==> src/logic/mem_pkg.sv <==
// Shared memory definitions
`default_nettype none

package mem_pkg;

	// --------------------
	// Memory geometry
	// --------------------

	// Word address into the register memory
	typedef logic [3:0] mem_addr_t;

	// One memory word
	typedef logic [15:0] mem_data_t;

	// Number of words, one per address
	localparam int MEM_DEPTH = 16;

	// --------------------
	// Service timing
	// --------------------

	// Busy cycles before an access completes
	localparam int ACCESS_CYCLES = 3;

	// Timer count, wide enough for ACCESS_CYCLES-1
	typedef logic [1:0] access_count_t;

endpackage

`default_nettype wire

==> src/logic/fabric_pkg.sv <==
// Client fabric definitions
`default_nettype none

package fabric_pkg;

	// --------------------
	// Client count
	// --------------------

	// Clients sharing the memory
	localparam int NUM_CLIENTS = 4;

	// Id width follows the client count
	localparam int CLIENT_ID_W = $clog2(NUM_CLIENTS);

	// One bit per client: requests, grants, one-hot winner
	typedef logic [NUM_CLIENTS-1:0] client_mask_t;

	// Encoded client number
	typedef logic [CLIENT_ID_W-1:0] client_id_t;

	// --------------------
	// Request and response
	// --------------------

	// Command held by a client until granted, 21 bits
	typedef struct packed {
		logic              write;
		mem_pkg::mem_addr_t addr;
		mem_pkg::mem_data_t wdata;
	} client_cmd_t;

	// Response tagged with the owner id, 19 bits
	typedef struct packed {
		client_id_t         id;
		logic               write;
		mem_pkg::mem_data_t rdata;
	} client_rsp_t;

endpackage

`default_nettype wire

==> src/logic/arbiter.sv <==
// Round-robin client arbiter
`timescale 1ns/1ps
`default_nettype none

module arbiter (
	input  logic                     clk,
	input  logic                     rst_n,
	input  logic                     arb_en,
	input  fabric_pkg::client_mask_t req,
	input  fabric_pkg::client_cmd_t  cmd [fabric_pkg::NUM_CLIENTS],
	output logic                     win_valid,
	output fabric_pkg::client_mask_t winner,
	output fabric_pkg::client_id_t   win_id,
	output fabric_pkg::client_cmd_t  win_cmd
);

	// Encoded last winner, client 0 after reset
	fabric_pkg::client_id_t   last_id;
	// Clients strictly above the last winner
	fabric_pkg::client_mask_t upper_mask;
	fabric_pkg::client_mask_t upper_req;
	fabric_pkg::client_mask_t first_upper;
	fabric_pkg::client_mask_t first_any;
	fabric_pkg::client_mask_t pick;

	// Lowest set bit as a one-hot vector
	function automatic fabric_pkg::client_mask_t first_one(input fabric_pkg::client_mask_t vec);
		fabric_pkg::client_mask_t onehot;
		logic found;
		onehot = '0;
		found  = 1'b0;
		for (int i = 0; i < fabric_pkg::NUM_CLIENTS; i++) begin
			if (vec[i] && !found) begin
				onehot[i] = 1'b1;
				found     = 1'b1;
			end
		end
		return onehot;
	endfunction

	// --------------------
	// Winner selection
	// --------------------

	// Mask off last winner and everything below it
	always_comb begin
		upper_mask = '0;
		for (int i = 0; i < fabric_pkg::NUM_CLIENTS; i++) begin
			upper_mask[i] = (i > int'(last_id));
		end
	end

	assign upper_req   = req & upper_mask;
	assign first_upper = first_one(upper_req);
	assign first_any   = first_one(req);

	// Wrap to lowest requester when nothing above
	assign pick      = (|first_upper) ? first_upper : first_any;
	assign winner    = arb_en ? pick : '0;
	assign win_valid = |winner;

	// One-hot to encoded id
	always_comb begin
		win_id = '0;
		for (int i = 0; i < fabric_pkg::NUM_CLIENTS; i++) begin
			if (winner[i]) begin
				win_id = fabric_pkg::client_id_t'(i);
			end
		end
	end

	// Command mux
	always_comb begin
		win_cmd = '0;
		for (int i = 0; i < fabric_pkg::NUM_CLIENTS; i++) begin
			if (winner[i]) begin
				win_cmd = cmd[i];
			end
		end
	end

	// --------------------
	// Round-robin state
	// --------------------

	always_ff @(posedge clk) begin
		if (!rst_n) begin
			last_id <= '0;
		end else if (win_valid) begin
			last_id <= win_id;
		end
	end

endmodule

`default_nettype wire

==> src/logic/access_fsm.sv <==
// Access control state machine
`timescale 1ns/1ps
`default_nettype none

module access_fsm (
	input  logic                     clk,
	input  logic                     rst_n,
	input  fabric_pkg::client_mask_t req,
	input  logic                     win_valid,
	input  logic                     timer_done,
	output logic                     arb_en,
	output logic                     timer_start,
	output logic                     capture,
	output logic                     complete
);

	// Idle waits for requests, serve holds the memory busy
	typedef enum logic {
		IDLE,
		SERVE
	} fsm_state_t;

	fsm_state_t state;
	fsm_state_t state_next;

	// --------------------
	// Next state
	// --------------------

	always_comb begin
		state_next = state;
		case (state)
			IDLE: begin
				// Winner picked, memory goes busy
				if (win_valid) begin
					state_next = SERVE;
				end
			end
			SERVE: begin
				if (timer_done) begin
					state_next = IDLE;
				end
			end
			default: state_next = IDLE;
		endcase
	end

	always_ff @(posedge clk) begin
		if (!rst_n) begin
			state <= IDLE;
		end else begin
			state <= state_next;
		end
	end

	// --------------------
	// Outputs
	// --------------------

	// Arbitrate only while idle and someone asks
	assign arb_en      = (state == IDLE) && (|req);
	// Timer load and winner capture on the grant edge
	assign timer_start = (state == IDLE) && win_valid;
	assign capture     = (state == IDLE) && win_valid;
	// End of service
	assign complete    = (state == SERVE) && timer_done;

endmodule

`default_nettype wire

==> src/logic/access_timer.sv <==
// Service time counter
`timescale 1ns/1ps
`default_nettype none

module access_timer (
	input  logic clk,
	input  logic rst_n,
	input  logic start,
	output logic done
);

	// Remaining cycles and running flag
	mem_pkg::access_count_t count;
	logic busy;

	always_ff @(posedge clk) begin
		if (!rst_n) begin
			count <= '0;
			busy  <= 1'b0;
		end else if (start) begin
			// Reload for a new access
			count <= mem_pkg::access_count_t'(mem_pkg::ACCESS_CYCLES - 1);
			busy  <= 1'b1;
		end else if (busy) begin
			if (count == '0) begin
				busy <= 1'b0;
			end else begin
				count <= count - 1'b1;
			end
		end
	end

	// Single pulse at zero while running
	assign done = busy && (count == '0);

endmodule

`default_nettype wire

==> src/logic/shared_mem.sv <==
// Shared register memory
`timescale 1ns/1ps
`default_nettype none

module shared_mem (
	input  logic                    clk,
	input  logic                    rst_n,
	input  logic                    capture,
	input  logic                    complete,
	input  fabric_pkg::client_id_t  win_id,
	input  fabric_pkg::client_cmd_t win_cmd,
	output logic                    rsp_valid,
	output fabric_pkg::client_rsp_t rsp
);

	// Register storage
	mem_pkg::mem_data_t mem [mem_pkg::MEM_DEPTH];

	// Command in service
	fabric_pkg::client_id_t  cur_id;
	fabric_pkg::client_cmd_t cur_cmd;

	// --------------------
	// Capture
	// --------------------

	always_ff @(posedge clk) begin
		if (capture) begin
			cur_id  <= win_id;
			cur_cmd <= win_cmd;
		end
	end

	// --------------------
	// Access
	// --------------------

	// Memory reads zero out of reset
	always_ff @(posedge clk) begin
		if (!rst_n) begin
			for (int i = 0; i < mem_pkg::MEM_DEPTH; i++) begin
				mem[i] <= '0;
			end
		end else if (complete && cur_cmd.write) begin
			mem[cur_cmd.addr] <= cur_cmd.wdata;
		end
	end

	// Response one cycle after completion
	always_ff @(posedge clk) begin
		if (!rst_n) begin
			rsp_valid <= 1'b0;
		end else begin
			rsp_valid <= complete;
		end
	end

	always_ff @(posedge clk) begin
		if (complete) begin
			rsp.id    <= cur_id;
			rsp.write <= cur_cmd.write;
			// writes return no data
			rsp.rdata <= cur_cmd.write ? '0 : mem[cur_cmd.addr];
		end
	end

endmodule

`default_nettype wire

==> src/logic/fabric_top.sv <==
// Shared memory access fabric
`timescale 1ns/1ps
`default_nettype none

module fabric_top (
	input  logic                     clk,
	input  logic                     rst_n,
	input  fabric_pkg::client_mask_t req,
	input  fabric_pkg::client_cmd_t  cmd [fabric_pkg::NUM_CLIENTS],
	output fabric_pkg::client_mask_t grant,
	output logic                     rsp_valid,
	output fabric_pkg::client_rsp_t  rsp
);

	// --------------------
	// Internal nets
	// --------------------

	// FSM to arbiter
	logic arb_en;
	// Arbiter result
	logic                    win_valid;
	fabric_pkg::client_id_t  win_id;
	fabric_pkg::client_cmd_t win_cmd;
	// Timer handshake
	logic timer_start;
	logic timer_done;
	// Memory control
	logic capture;
	logic complete;

	// --------------------
	// Instances
	// --------------------

	// One-hot winner is the client grant
	arbiter arbiter_inst (
		.clk       (clk),
		.rst_n     (rst_n),
		.arb_en    (arb_en),
		.req       (req),
		.cmd       (cmd),
		.win_valid (win_valid),
		.winner    (grant),
		.win_id    (win_id),
		.win_cmd   (win_cmd)
	);

	access_fsm access_fsm_inst (
		.clk         (clk),
		.rst_n       (rst_n),
		.req         (req),
		.win_valid   (win_valid),
		.timer_done  (timer_done),
		.arb_en      (arb_en),
		.timer_start (timer_start),
		.capture     (capture),
		.complete    (complete)
	);

	access_timer access_timer_inst (
		.clk   (clk),
		.rst_n (rst_n),
		.start (timer_start),
		.done  (timer_done)
	);

	shared_mem shared_mem_inst (
		.clk       (clk),
		.rst_n     (rst_n),
		.capture   (capture),
		.complete  (complete),
		.win_id    (win_id),
		.win_cmd   (win_cmd),
		.rsp_valid (rsp_valid),
		.rsp       (rsp)
	);

endmodule

`default_nettype wire

==> config.mk <==
export PLATFORM = sky130hd
export DESIGN_NAME = fabric_top
export DESIGN_NICKNAME = d
export VERILOG_FILES = /design/src/logic/mem_pkg.sv /design/src/logic/fabric_pkg.sv /design/src/logic/arbiter.sv /design/src/logic/access_fsm.sv /design/src/logic/access_timer.sv /design/src/logic/shared_mem.sv /design/src/logic/fabric_top.sv
export SDC_FILE = /design/constraint.sdc
export NUM_CORES = 1
export LEC_CHECK = 0
export BUFFER_PORTS_ARGS = -buffer_cell sky130_fd_sc_hd__buf_2
export CAP_MARGIN = 20
export CORE_MARGIN = 2
export CORE_UTILIZATION = 58
export DETAILED_ROUTE_END_ITERATION = 12
export GPL_ROUTABILITY_DRIVEN = 0
export GPL_TIMING_DRIVEN = 0
export PLACE_DENSITY = 0.8
export SETUP_SLACK_MARGIN = 0.02
export SYNTH_ARGS = -nofsm -noshare
export SYNTH_HDL_FRONTEND = slang
export SYNTH_SLANG_ARGS = --single-unit
==> constraint.sdc <==
create_clock -name clk -period 6.7 [get_ports clk]
set_input_delay 0.67 -clock clk [delete_from_list [all_inputs] [get_ports clk]]
set_output_delay 0.67 -clock clk [all_outputs]
set_load 0.02 [all_outputs]
==> metrics.md, run 1 <==
| Metric | Value |
|---|---|
| Synth top area cells | edfxtp_1 64%, and2_1 12%, mux4_2 10% |
| Fin. max-slew vios | 0 |
| Post-Synth XOR/XNOR Area | 0% |
| Crit path capture type | flop |
| Switching pwr | 0.001188 W |
| Starting Density | 58.41% |
| DRC viols | 0 |
| Synth Area per Inst | 15.57 um2 |
| Mapped Nets | 994 |
| Share of post-route cells with drive strength above 1 | 27.69% |
| First-pass GRT wire length | 46.81 mm |
| EDFF count, synth | 298 |
| Top-area cell type share of the netlist area | 63.56% |
| Worst EP required | 6.87 ns |
| Finished Cell Area | 16210 um2 |
| Synth top cells by count | 298 x edfxtp_1, 259 x and2_1, 64 x mux4_2 |
| Via count | 8146 |
| Synthesized flop and latch total | 305 |
| Max Fanout on Critical Path | 22 |
| Asr flop ratio synth | 0% |
| Final setup viols | 0 |
| Slew @ Worst Pin | 0.9982 ns |
| DRT Pass-1 Iters | 5 |
| Mux share of post-synthesis cell area | 12.94% |
| Hold buffer count at cts | 0 |
| CTS root buffer | clkbuf_16 |
| DR iter-0 viols | 556 |
| Clk pwr share | 37.5% |
| Grt total ovfl | 0 |
| HP Class | reg -> reg |
| Postcts setup bufs | 0 |
| Die H | 159.8 um |
| GRT Util Overall | 24.19% |
| Routed WL | 30.33 mm |
| Simple-gate area share of the yosys netlist | 15.49% |
| Routed length per instance | 21.60 um |
| Max rail drop VDD | 0.0001824 V |
| Core area | 24110 um2 |
| I/O pin count | 114 |
| Site Rows | 57 |
| Max-cap violations | 0 |
| Longest Clk Path Bufs | 3 |
| CTS Buf Count | 30 |
| Status | finished, final reports clean |
| Die area | 25540 um2 |
| Final net count | 1146 |
| RSZ-0062 raised after global routing | no |
| Post-synthesis sequential area ratio | 64.55% |
| Cells after Synth | 904 |
| Top-count cell post-synth | edfxtp_1 |
| Largest net degree at the start of global routing | 23 |
| Average via count per standard cell | 5.802 |
| Synthesized cell area | 14080 um2 |
| Fin crit share | 47.02% |
| Yosys top cell by area | edfxtp_1 |
| Crit path DAT | 3.33 ns |
| PortBufs | 113 |
| Adder-Cell Fraction of Synth Area | 0% |
| Critical path class | reg -> reg |
| ANT cells | 0 |
| H-Tree Depth | 1 |
| DP Area | 15160 um2 |
| Largest family of logic cells by synthesized area | simple AND/OR/NAND/NOR gates |
| Top_reg_cell synth | edfxtp_1 |
| Hold path depth | 0 |
| Compound-Gate Fraction of Synth Area | 4.479% |
| TritonCTS clock tree | built |
| Clk_skew | 0.01443 ns |
| Chip width | 159.8 um |
| Max_slew headroom | 33.44% |
| Fin Setup TNS | 0 ns |
| Comb pwr share | 14.7% |
| Final HPWL DP | 22.35 mm |
| Crit start category | flop |
| Distinct cells, synth | 44 |
| Post-CTS resize count | 0 |
| Area grow syn2layout | 15.15% |
| Hold Violations, Final | 0 |
| Sequential Power Share | 47.7% |
| Power Dens Cells | 293.1 nW/um2 |
| Synthesis Warnings | 0 |
| Internal power | 0.003564 W |
| Initial antenna violation count | 0 |
| Number of global-route vias before repair | 8372 |
| CTS Sinks | 305 |
| DRT antenna net count | 0 |
| Tmin final | 3.151 ns |
| Clk Latency, worst-skew pair | 0.55 ns |
| Net Sw Frac | 25.01% |
| Max Clock Freq | 317.4 MHz |
| Register clock-pin slew on the reported worst setup and hold paths | 0.06 ns |
| R2R depth | 5 |
| Pleak | 6.074 nW |
## power by group through the flow
| stage | Clock, W | Combinational (W) | Sequential (W) |
|---|---|---|---|
| 6_report | 0.00178 | 0.000700 | 0.00227 |
| 5_1_grt | 0.00187 | 0.000750 | 0.00228 |
| 4_1_cts | 0.00180 | 0.000699 | 0.00227 |
| 3_5_place_dp | 0 | 0.000695 | 0.00231 |
| 3_3_place_gp | 0 | 0.000673 | 0.00230 |
| 2_1_floorplan | 0 | 0.000467 | 0.00229 |
## cell families after synthesis
group / after synthesis
mux: 102
flops: 305
buf+inv: 76
simple gates: 335
compound gates: 86
## final timing paths
| check | startpoint | to | slack, ns |
|---|---|---|---|
| max | access_fsm_inst.state | shared_mem_inst.mem[4][6] | 3.55 |
| min | shared_mem_inst.cur_id[1] | shared_mem_inst.rsp[18] | 0.42 |
| max reg2reg | access_fsm_inst.state | shared_mem_inst.mem[4][6] | 3.55 |
| min reg2reg | shared_mem_inst.cur_id[1] | shared_mem_inst.rsp[18] | 0.42 |
## cells in the final DEF (no fill, tap or decap), types with 3 or more instances in the layout
| cell | instances |
|---|---|
| edfxtp_1 | 298 |
| and2_1 | 259 |
| buf_2 | 128 |
| mux4_2 | 64 |
| clkbuf_1 | 41 |
| mux2i_1 | 38 |
| clkbuf_16 | 31 |
| nor2_1 | 21 |
| o22ai_1 | 16 |
| a32oi_1 | 15 |
| a221o_1 | 15 |
| o21ai_0 | 10 |
| nor2_4 | 10 |
| clkbuf_2 | 10 |
| nand2_1 | 9 |
| buf_6 | 9 |
| nand2b_1 | 8 |
| clkinv_2 | 8 |
| and3_1 | 7 |
| o21ai_2 | 7 |
| dfxtp_1 | 7 |
| a31oi_1 | 6 |
| bufinv_16 | 6 |
| nor3_4 | 5 |
| buf_1 | 5 |
| o21ai_1 | 5 |
| clkinv_1 | 4 |
| a21oi_1 | 3 |
| or2_2 | 3 |
| buf_4 | 3 |
| inv_1 | 3 |
## registers in the layout, summed over array words and instances (netlist names)
signal,count
shared_mem_inst.rsp_valid,1
access_fsm_inst.state,1
access_timer_inst.busy,1
arbiter_inst.last_id,2
shared_mem_inst.cur_cmd,21
shared_mem_inst.cur_id,2
shared_mem_inst.rsp,19
shared_mem_inst.mem,256
access_timer_inst.count,2
## metrics by stage
step	utilization, %	setup slack [ns]	power, W	std cells	hold slack, ns
final	67.26	3.549	0.004752	1404	0.4159
after global routing	67.26	3.381	0.004898	1404	0.4081
after CTS	67.26	3.536	0.004765	1404	0.4017
after detailed placement	62.90	3.569	0.003003	1348	0.4158
after global placement	62.44	2.575	0.002976	1341	0.4132
after floorplan	-	3.749	0.002752	904	0.4003
## final cells by class
cell class,instances,area [um2]
flip-flops and latches,305,9089
fillers,1655,7893
multi-input cells,523,4659
clock buffers,37,798.3
repair buffers,120,651.9
well taps,324,405.4
plain buffers,72,342.8
clock inverters,19,251.5
inverters,4,15.01
## critical path, stage by stage (launching register included)
cell,delay (ns)
dfxtp_1,0.50
and4bb_4,0.61
and3_4,0.34
nand3b_4,0.21
nor3_4,0.37
nand2b_1,0.72
## routing by layer
| metal | track usage (%) | vias up | wire (um) |
|---|---|---|---|
| met5 | 0 | - | 0 |
| met4 | 6.798 | 0 | 688 |
| met3 | 3.870 | 56 | 2021 |
| met2 | 42.78 | 326 | 15630 |
| met1 | 31.35 | 4038 | 11990 |
| li1 | - | 3726 | - |
Power figures use the tool's default switching activity.
==> run 2, diff against run 1 <==
Clock period 6.7 ns to 3.2 ns, I/O delays scaled along.
==> metrics.md, run 2 (synthesis results as in run 1) <==
| Metric | Value |
|---|---|
| Max FFs per register | 256 (unchanged) |
| R2R depth | 4 (was 5) |
| Fin. max-slew vios | 0 (unchanged) |
| Share of post-route cells with drive strength above 1 | 27.96% (was 27.69%) |
| Worst EP required | 3.37 ns (was 6.87 ns) |
| Critical path class | reg -> reg (unchanged) |
| Commonest non-fill, non-tap cell in the layout | edfxtp_1 (unchanged) |
| Initial antenna violation count | 0 (unchanged) |
| I/O pin count | 114 (unchanged) |
| DRT Pass-1 Iters | 5 (unchanged) |
| Longest Clk Path Bufs | 3 (unchanged) |
| Crit path from | access_fsm_inst.state (unchanged) |
| Power Dens Cells | 613.8 nW/um2 (was 293.1 nW/um2) |
| Routed WL | 30.35 mm (was 30.33 mm) |
| Chip width | 159.8 um (unchanged) |
| Final setup viols | 0 (unchanged) |
| Fin Hold WS | 0.06596 ns (was 0.4159 ns) |
| Crit start category | flop (unchanged) |
| Hold Violations, Final | 0 (unchanged) |
| Design Power | 0.009956 W (was 0.004752 W) |
| Hold path depth | 2 (was 0) |
| DR iter-0 viols | 542 (was 556) |
| Worst r2r src | access_fsm_inst.state (unchanged) |
| Die H | 159.8 um (unchanged) |
| Grt met3 use | 3.870% (unchanged) |
| Slew @ Worst Pin | 0.9952 ns (was 0.9982 ns) |
| First-pass GRT wire length | 46.81 mm (unchanged) |
| Max_slew headroom | 33.64% (was 33.44%) |
| Final net count | 1146 (unchanged) |
| Core area | 24110 um2 (unchanged) |
| Largest Register | shared_mem_inst.mem (unchanged) |
| Gr busiest metal | met2 (unchanged) |
| Grt total ovfl | 0 (unchanged) |
| Via count | 8192 (was 8146) |
| ANT cells | 0 (unchanged) |
| Fin crit share | 91.16% (was 47.02%) |
| Fill cells | 1655 (unchanged) |
| CTS root buffer | clkbuf_16 (unchanged) |
| Most frequent cells in the layout | 298 x edfxtp_1, 259 x and2_1, 128 x buf_2 (unchanged) |
| Max Fanout on Critical Path | 22 (unchanged) |
| DRT antenna net count | 0 (unchanged) |
| Register clock-pin slew on the reported worst setup and hold paths | 0.06 ns (about the same) |
| Clk Latency, worst-skew pair | 0.55 ns (about the same) |
| TritonCTS clock tree | built (unchanged) |
| Hold path start | cmd[70] (was shared_mem_inst.cur_id[1]) |
| Tmin final | 2.917 ns (was 3.151 ns) |
| Max Clock Freq | 342.8 MHz (was 317.4 MHz) |
| Hold buffer count at cts | 0 (unchanged) |
| Site Rows | 57 (unchanged) |
| Routed length per instance | 21.62 um (was 21.60 um) |
| Average via count per standard cell | 5.835 (was 5.802) |
| Max rail drop VDD | 0.0003831 V (was 0.0001824 V) |
| CTS Buf Count | 30 (unchanged) |
| GRT Util Overall | 24.19% (unchanged) |
| RSZ-0062 raised after global routing | no (unchanged) |
| Final HPWL DP | 22.35 mm (unchanged) |
| Worst setup margin | 0.2829 ns (was 3.549 ns) |
| H-Tree Depth | 1 (unchanged) |
| Crit path DAT | 3.09 ns (was 3.33 ns) |
| DRC viols | 0 (unchanged) |
| PortBufs | 113 (unchanged) |
| Pleak | 6.074 nW (about the same) |
| Max-cap violations | 0 (unchanged) |
| Status | finished, final reports clean (unchanged) |
| Crit path capture type | flop (unchanged) |
| Met1 Resource Use GR | 31.35% (unchanged) |
| Starting Density | 58.41% (unchanged) |
| Number of global-route vias before repair | 8372 (unchanged) |
| Largest regs | shared_mem_inst.mem: 256 flops, shared_mem_inst.cur_cmd: 21 flops, shared_mem_inst.rsp: 19 flops (unchanged) |
| HP Class | in -> reg (was reg -> reg) |
| CTS Sinks | 305 (unchanged) |
| Area grow syn2layout | 15.21% (was 15.15%) |
| Placement Setup Slack | 0.06900 ns (was 3.569 ns) |
| GR Layer Usage met2 | 42.78% (unchanged) |
| Die area | 25540 um2 (unchanged) |
| Largest net degree at the start of global routing | 23 (unchanged) |
| Clk_skew | 0.01526 ns (was 0.01443 ns) |
[run 2: cell counts in the layout (fill, tap and decap cells not counted)]
No cell type changed its count.
[run 2: repair_timing]
item	4_1_cts	5_1_grt
setup endpoints to repair	0	48
resized for setup	0	3
buffers inserted	0	0
[run 2: layout make-up]
| cell class | count | area [um2] | share of cell area, % |
|---|---|---|---|
| Timing Repair Buffer | 120 | 651.9 | 4.019 |
| Sequential cell | 305 | 9089 | 56.03 |
| Clock inverter | 19 | 251.5 | 1.550 |
| Clock buffer | 37 | 798.3 | 4.921 |
| Multi-Input combinational cell | 523 | 4667 | 28.77 |
| Buffer | 72 | 342.8 | 2.114 |
| Tap cell | 324 | 405.4 | 2.499 |
| Inverter | 4 | 15.01 | 0.09256 |
[run 2: stage by stage]
stage                     instances  setup TNS [ns]  instance area, um2  util (%)
after detailed placement       1348               0               15160     62.90
after floorplan                 904               0               14080         -
after global placement         1341         -128.74               15050     62.44
after global routing           1404               0               16220     67.29
final                          1404               0               16220     67.29
after CTS                      1404               0               16210     67.26
[run 2: worst paths after layout]
kind                                                    to  slack [ns]
worst max-delay path            shared_mem_inst.mem[13][1]        0.28
worst min-delay path            shared_mem_inst.cur_cmd[7]        0.07
worst max register to register  shared_mem_inst.mem[13][1]        0.28
worst min register to register     shared_mem_inst.rsp[18]        0.42
[run 2: worst max-delay path, stage by stage (launching register included)]
cell	delay, ns
dfxtp_1	0.50
and4bb_4	0.61
and3_4	0.34
nand3_4	0.21
o21ai_2	0.85
[run 2: layer usage]
metal | routed length [um] | vias up
li1 | - | 3725
met1 | 11960 | 4065
met2 | 15640 | 349
met3 | 2086 | 53
met4 | 669 | 0
met5 | 0 | -
[run 2: where the power goes]
group / leakage (nW) / internal, W / switching (W)
logic: 2.44 / 0.000596 / 0.000873
registers: 3.12 / 0.00461 / 0.000139
clock network: 0.518 / 0.00225 / 0.00148
total: 6.07 / 0.00746 / 0.00249
==> run 3, diff against run 2 <==
Settings changed: PLACE_DENSITY 0.8 to 0.86.
==> metrics.md, run 3 (synthesis results as in run 1) <==
| Metric | Value |
|---|---|
| Routed length per instance | 21.73 um (was 21.62 um) |
| Postcts setup bufs | 0 (unchanged) |
| Hold buffer count at cts | 0 (unchanged) |
| Area grow syn2layout | 14.14% (was 15.21%) |
| Fin Hold WS | 0.07920 ns (was 0.06596 ns) |
| Chip width | 159.8 um (unchanged) |
| Commonest non-fill, non-tap cell in the layout | edfxtp_1 (unchanged) |
| Comb pwr share | 15.8% (was 14.8%) |
| Critical path class | reg -> reg (unchanged) |
| H-Tree Depth | 1 (unchanged) |
| Largest stage delay on the critical path | 0.69 ns (was 0.85 ns) |
| Starting Density | 58.41% (unchanged) |
| Crit path DAT | 3.16 ns (was 3.09 ns) |
| CTS Sinks | 305 (unchanged) |
| TritonCTS clock tree | built (unchanged) |
| Largest regs | shared_mem_inst.mem: 256 flops, shared_mem_inst.cur_cmd: 21 flops, shared_mem_inst.rsp: 19 flops (unchanged) |
| Worst setup margin | 0.2098 ns (was 0.2829 ns) |
| Site Rows | 57 (unchanged) |
| Delay-heaviest family, CP | simple AND/OR/NAND/NOR gates (unchanged) |
| DRC viols | 0 (unchanged) |
| Clk_skew | 0.008751 ns (was 0.01526 ns) |
| CP cell instances | and4bb_4, and3_4, nand3b_4, nor3_4, nand2b_1 (was and4bb_4, and3_4, nand3_4, o21ai_2) |
| Final net count | 1147 (was 1146) |
| Max_slew headroom | 33.27% (was 33.64%) |
| Final setup viols | 0 (unchanged) |
| Fin crit share | 93.44% (was 91.16%) |
| Die area | 25540 um2 (unchanged) |
| Via count | 8288 (was 8192) |
| R2R depth | 5 (was 4) |
| Number of global-route vias before repair | 8636 (was 8372) |
| Share of post-route cells with drive strength above 1 | 27.76% (was 27.96%) |
| Largest Register | shared_mem_inst.mem (unchanged) |
| PortBufs | 113 (unchanged) |
| Switching pwr | 0.002437 W (was 0.002495 W) |
| Worst EP required | 3.37 ns (about the same) |
| I/O pin count | 114 (unchanged) |
| Post-CTS resize count | 0 (unchanged) |
| Max-cap violations | 0 (unchanged) |
| Final HPWL DP | 22.33 mm (was 22.35 mm) |
| Slowest CP cell | nand2b_1 (was o21ai_2) |
| Initial antenna violation count | 0 (unchanged) |
| First-pass GRT wire length | 47.75 mm (was 46.81 mm) |
| Tmin final | 2.990 ns (was 2.917 ns) |
| Register clock-pin slew on the reported worst setup and hold paths | 0.06 ns (about the same) |
| Routed WL | 30.45 mm (was 30.35 mm) |
| Sequential Power Share | 50.4% (was 47.7%) |
| Hold path start | cmd[69] (was cmd[70]) |
| Placement Setup Slack | 0.1126 ns (was 0.06900 ns) |
| Net Sw Frac | 25.87% (was 25.06%) |
| Core area | 24110 um2 (unchanged) |
| Most frequent cells in the layout | 298 x edfxtp_1, 259 x and2_1, 128 x buf_2 (unchanged) |
| DR iter-0 viols | 673 (was 542) |
| Worst path depth | 5 (was 4) |
| HP Class | in -> reg (unchanged) |
| DRT antenna net count | 0 (unchanged) |
| DRT Pass-1 Iters | 5 (unchanged) |
| Design Power | 0.009421 W (was 0.009956 W) |
| Clk pwr share | 33.8% (was 37.5%) |
| Slew @ Worst Pin | 1.001 ns (was 0.9952 ns) |
| Crit start category | flop (unchanged) |
| Clk Latency, worst-skew pair | 0.55 ns (about the same) |
| ANT cells | 0 (unchanged) |
| Fin. max-slew vios | 0 (unchanged) |
| Average via count per standard cell | 5.916 (was 5.835) |
| Power Dens Cells | 586.2 nW/um2 (was 613.8 nW/um2) |
| Status | finished, final reports clean (unchanged) |
| CTS root buffer | clkbuf_16 (unchanged) |
| Grt total ovfl | 0 (unchanged) |
| Max Clock Freq | 334.4 MHz (was 342.8 MHz) |
| RSZ-0062 raised after global routing | no (unchanged) |
| Worst r2r src | access_fsm_inst.state (unchanged) |
| Hold path depth | 2 (unchanged) |
| Die H | 159.8 um (unchanged) |
| GRT Util Overall | 24.46% (was 24.19%) |
| WP buf/inv | 0 (unchanged) |
| Internal power | 0.006984 W (was 0.007462 W) |
| Crit path capture type | flop (unchanged) |
| Longest Clk Path Bufs | 3 (unchanged) |
| Max Fanout on Critical Path | 22 (unchanged) |
| Pleak | 6.013 nW (was 6.074 nW) |
| CTS Buf Count | 29 (was 30) |
| Max rail drop VDD | 0.0003533 V (was 0.0003831 V) |
| Hold Violations, Final | 0 (unchanged) |
| Max FFs per register | 256 (unchanged) |
| Crit path from | access_fsm_inst.state (unchanged) |
| Largest net degree at the start of global routing | 23 (unchanged) |
[run 3: path summary, 6_finish.rpt]
check                                             endpoint  slack [ns]
worst max-delay path            shared_mem_inst.mem[1][12]        0.21
worst min-delay path            shared_mem_inst.cur_cmd[6]        0.08
worst max register to register  shared_mem_inst.mem[1][12]        0.21
worst min register to register     shared_mem_inst.rsp[17]        0.42
[run 3: layer usage]
layer  global-route usage [%]  wire (um)  up-vias
li1                         -          -     3718
met1                    31.16      11490     4111
met3                    3.143       2330       52
met4                    8.313        772        0
met5                        0          0        -
met2                    43.72      15850      407
[run 3: stage by stage]
step | instance area (um2) | util [%] | std cells | setup TNS [ns]
floorplan | 14080 | - | 904 | 0
global route | 16070 | 66.67 | 1401 | 0
CTS | 16070 | 66.65 | 1401 | 0
detailed placement | 15190 | 63.02 | 1350 | 0
global placement | 15050 | 62.44 | 1341 | -120.41
finish | 16070 | 66.67 | 1401 | 0
[run 3: cell type report]
cell class | count | area [um2]
well taps | 324 | 405.4
plain buffers | 72 | 342.8
flip-flops and latches | 305 | 9089
multi-input cells | 523 | 4657
inverters | 4 | 15.01
clock inverters | 12 | 61.31
repair buffers | 122 | 686.9
fillers | 1676 | 8035
clock buffers | 39 | 813.3
[run 3: power by group through the flow]
stage          Sequential (W)  Combinational, W  Clock [W]
2_1_floorplan         0.00479          0.000977          0
3_3_place_gp          0.00482           0.00140          0
3_5_place_dp          0.00483           0.00147          0
4_1_cts               0.00475           0.00148    0.00320
5_1_grt               0.00477           0.00160    0.00335
6_report              0.00475           0.00149    0.00319
[run 3: worst reg2reg max path, cell delays in order (launching register included)]
cell and delay, ns:
dfxtp_1 0.49, and4bb_4 0.57, and3_4 0.34, nand3b_4 0.21, nor3_4 0.32, nand2b_1 0.70
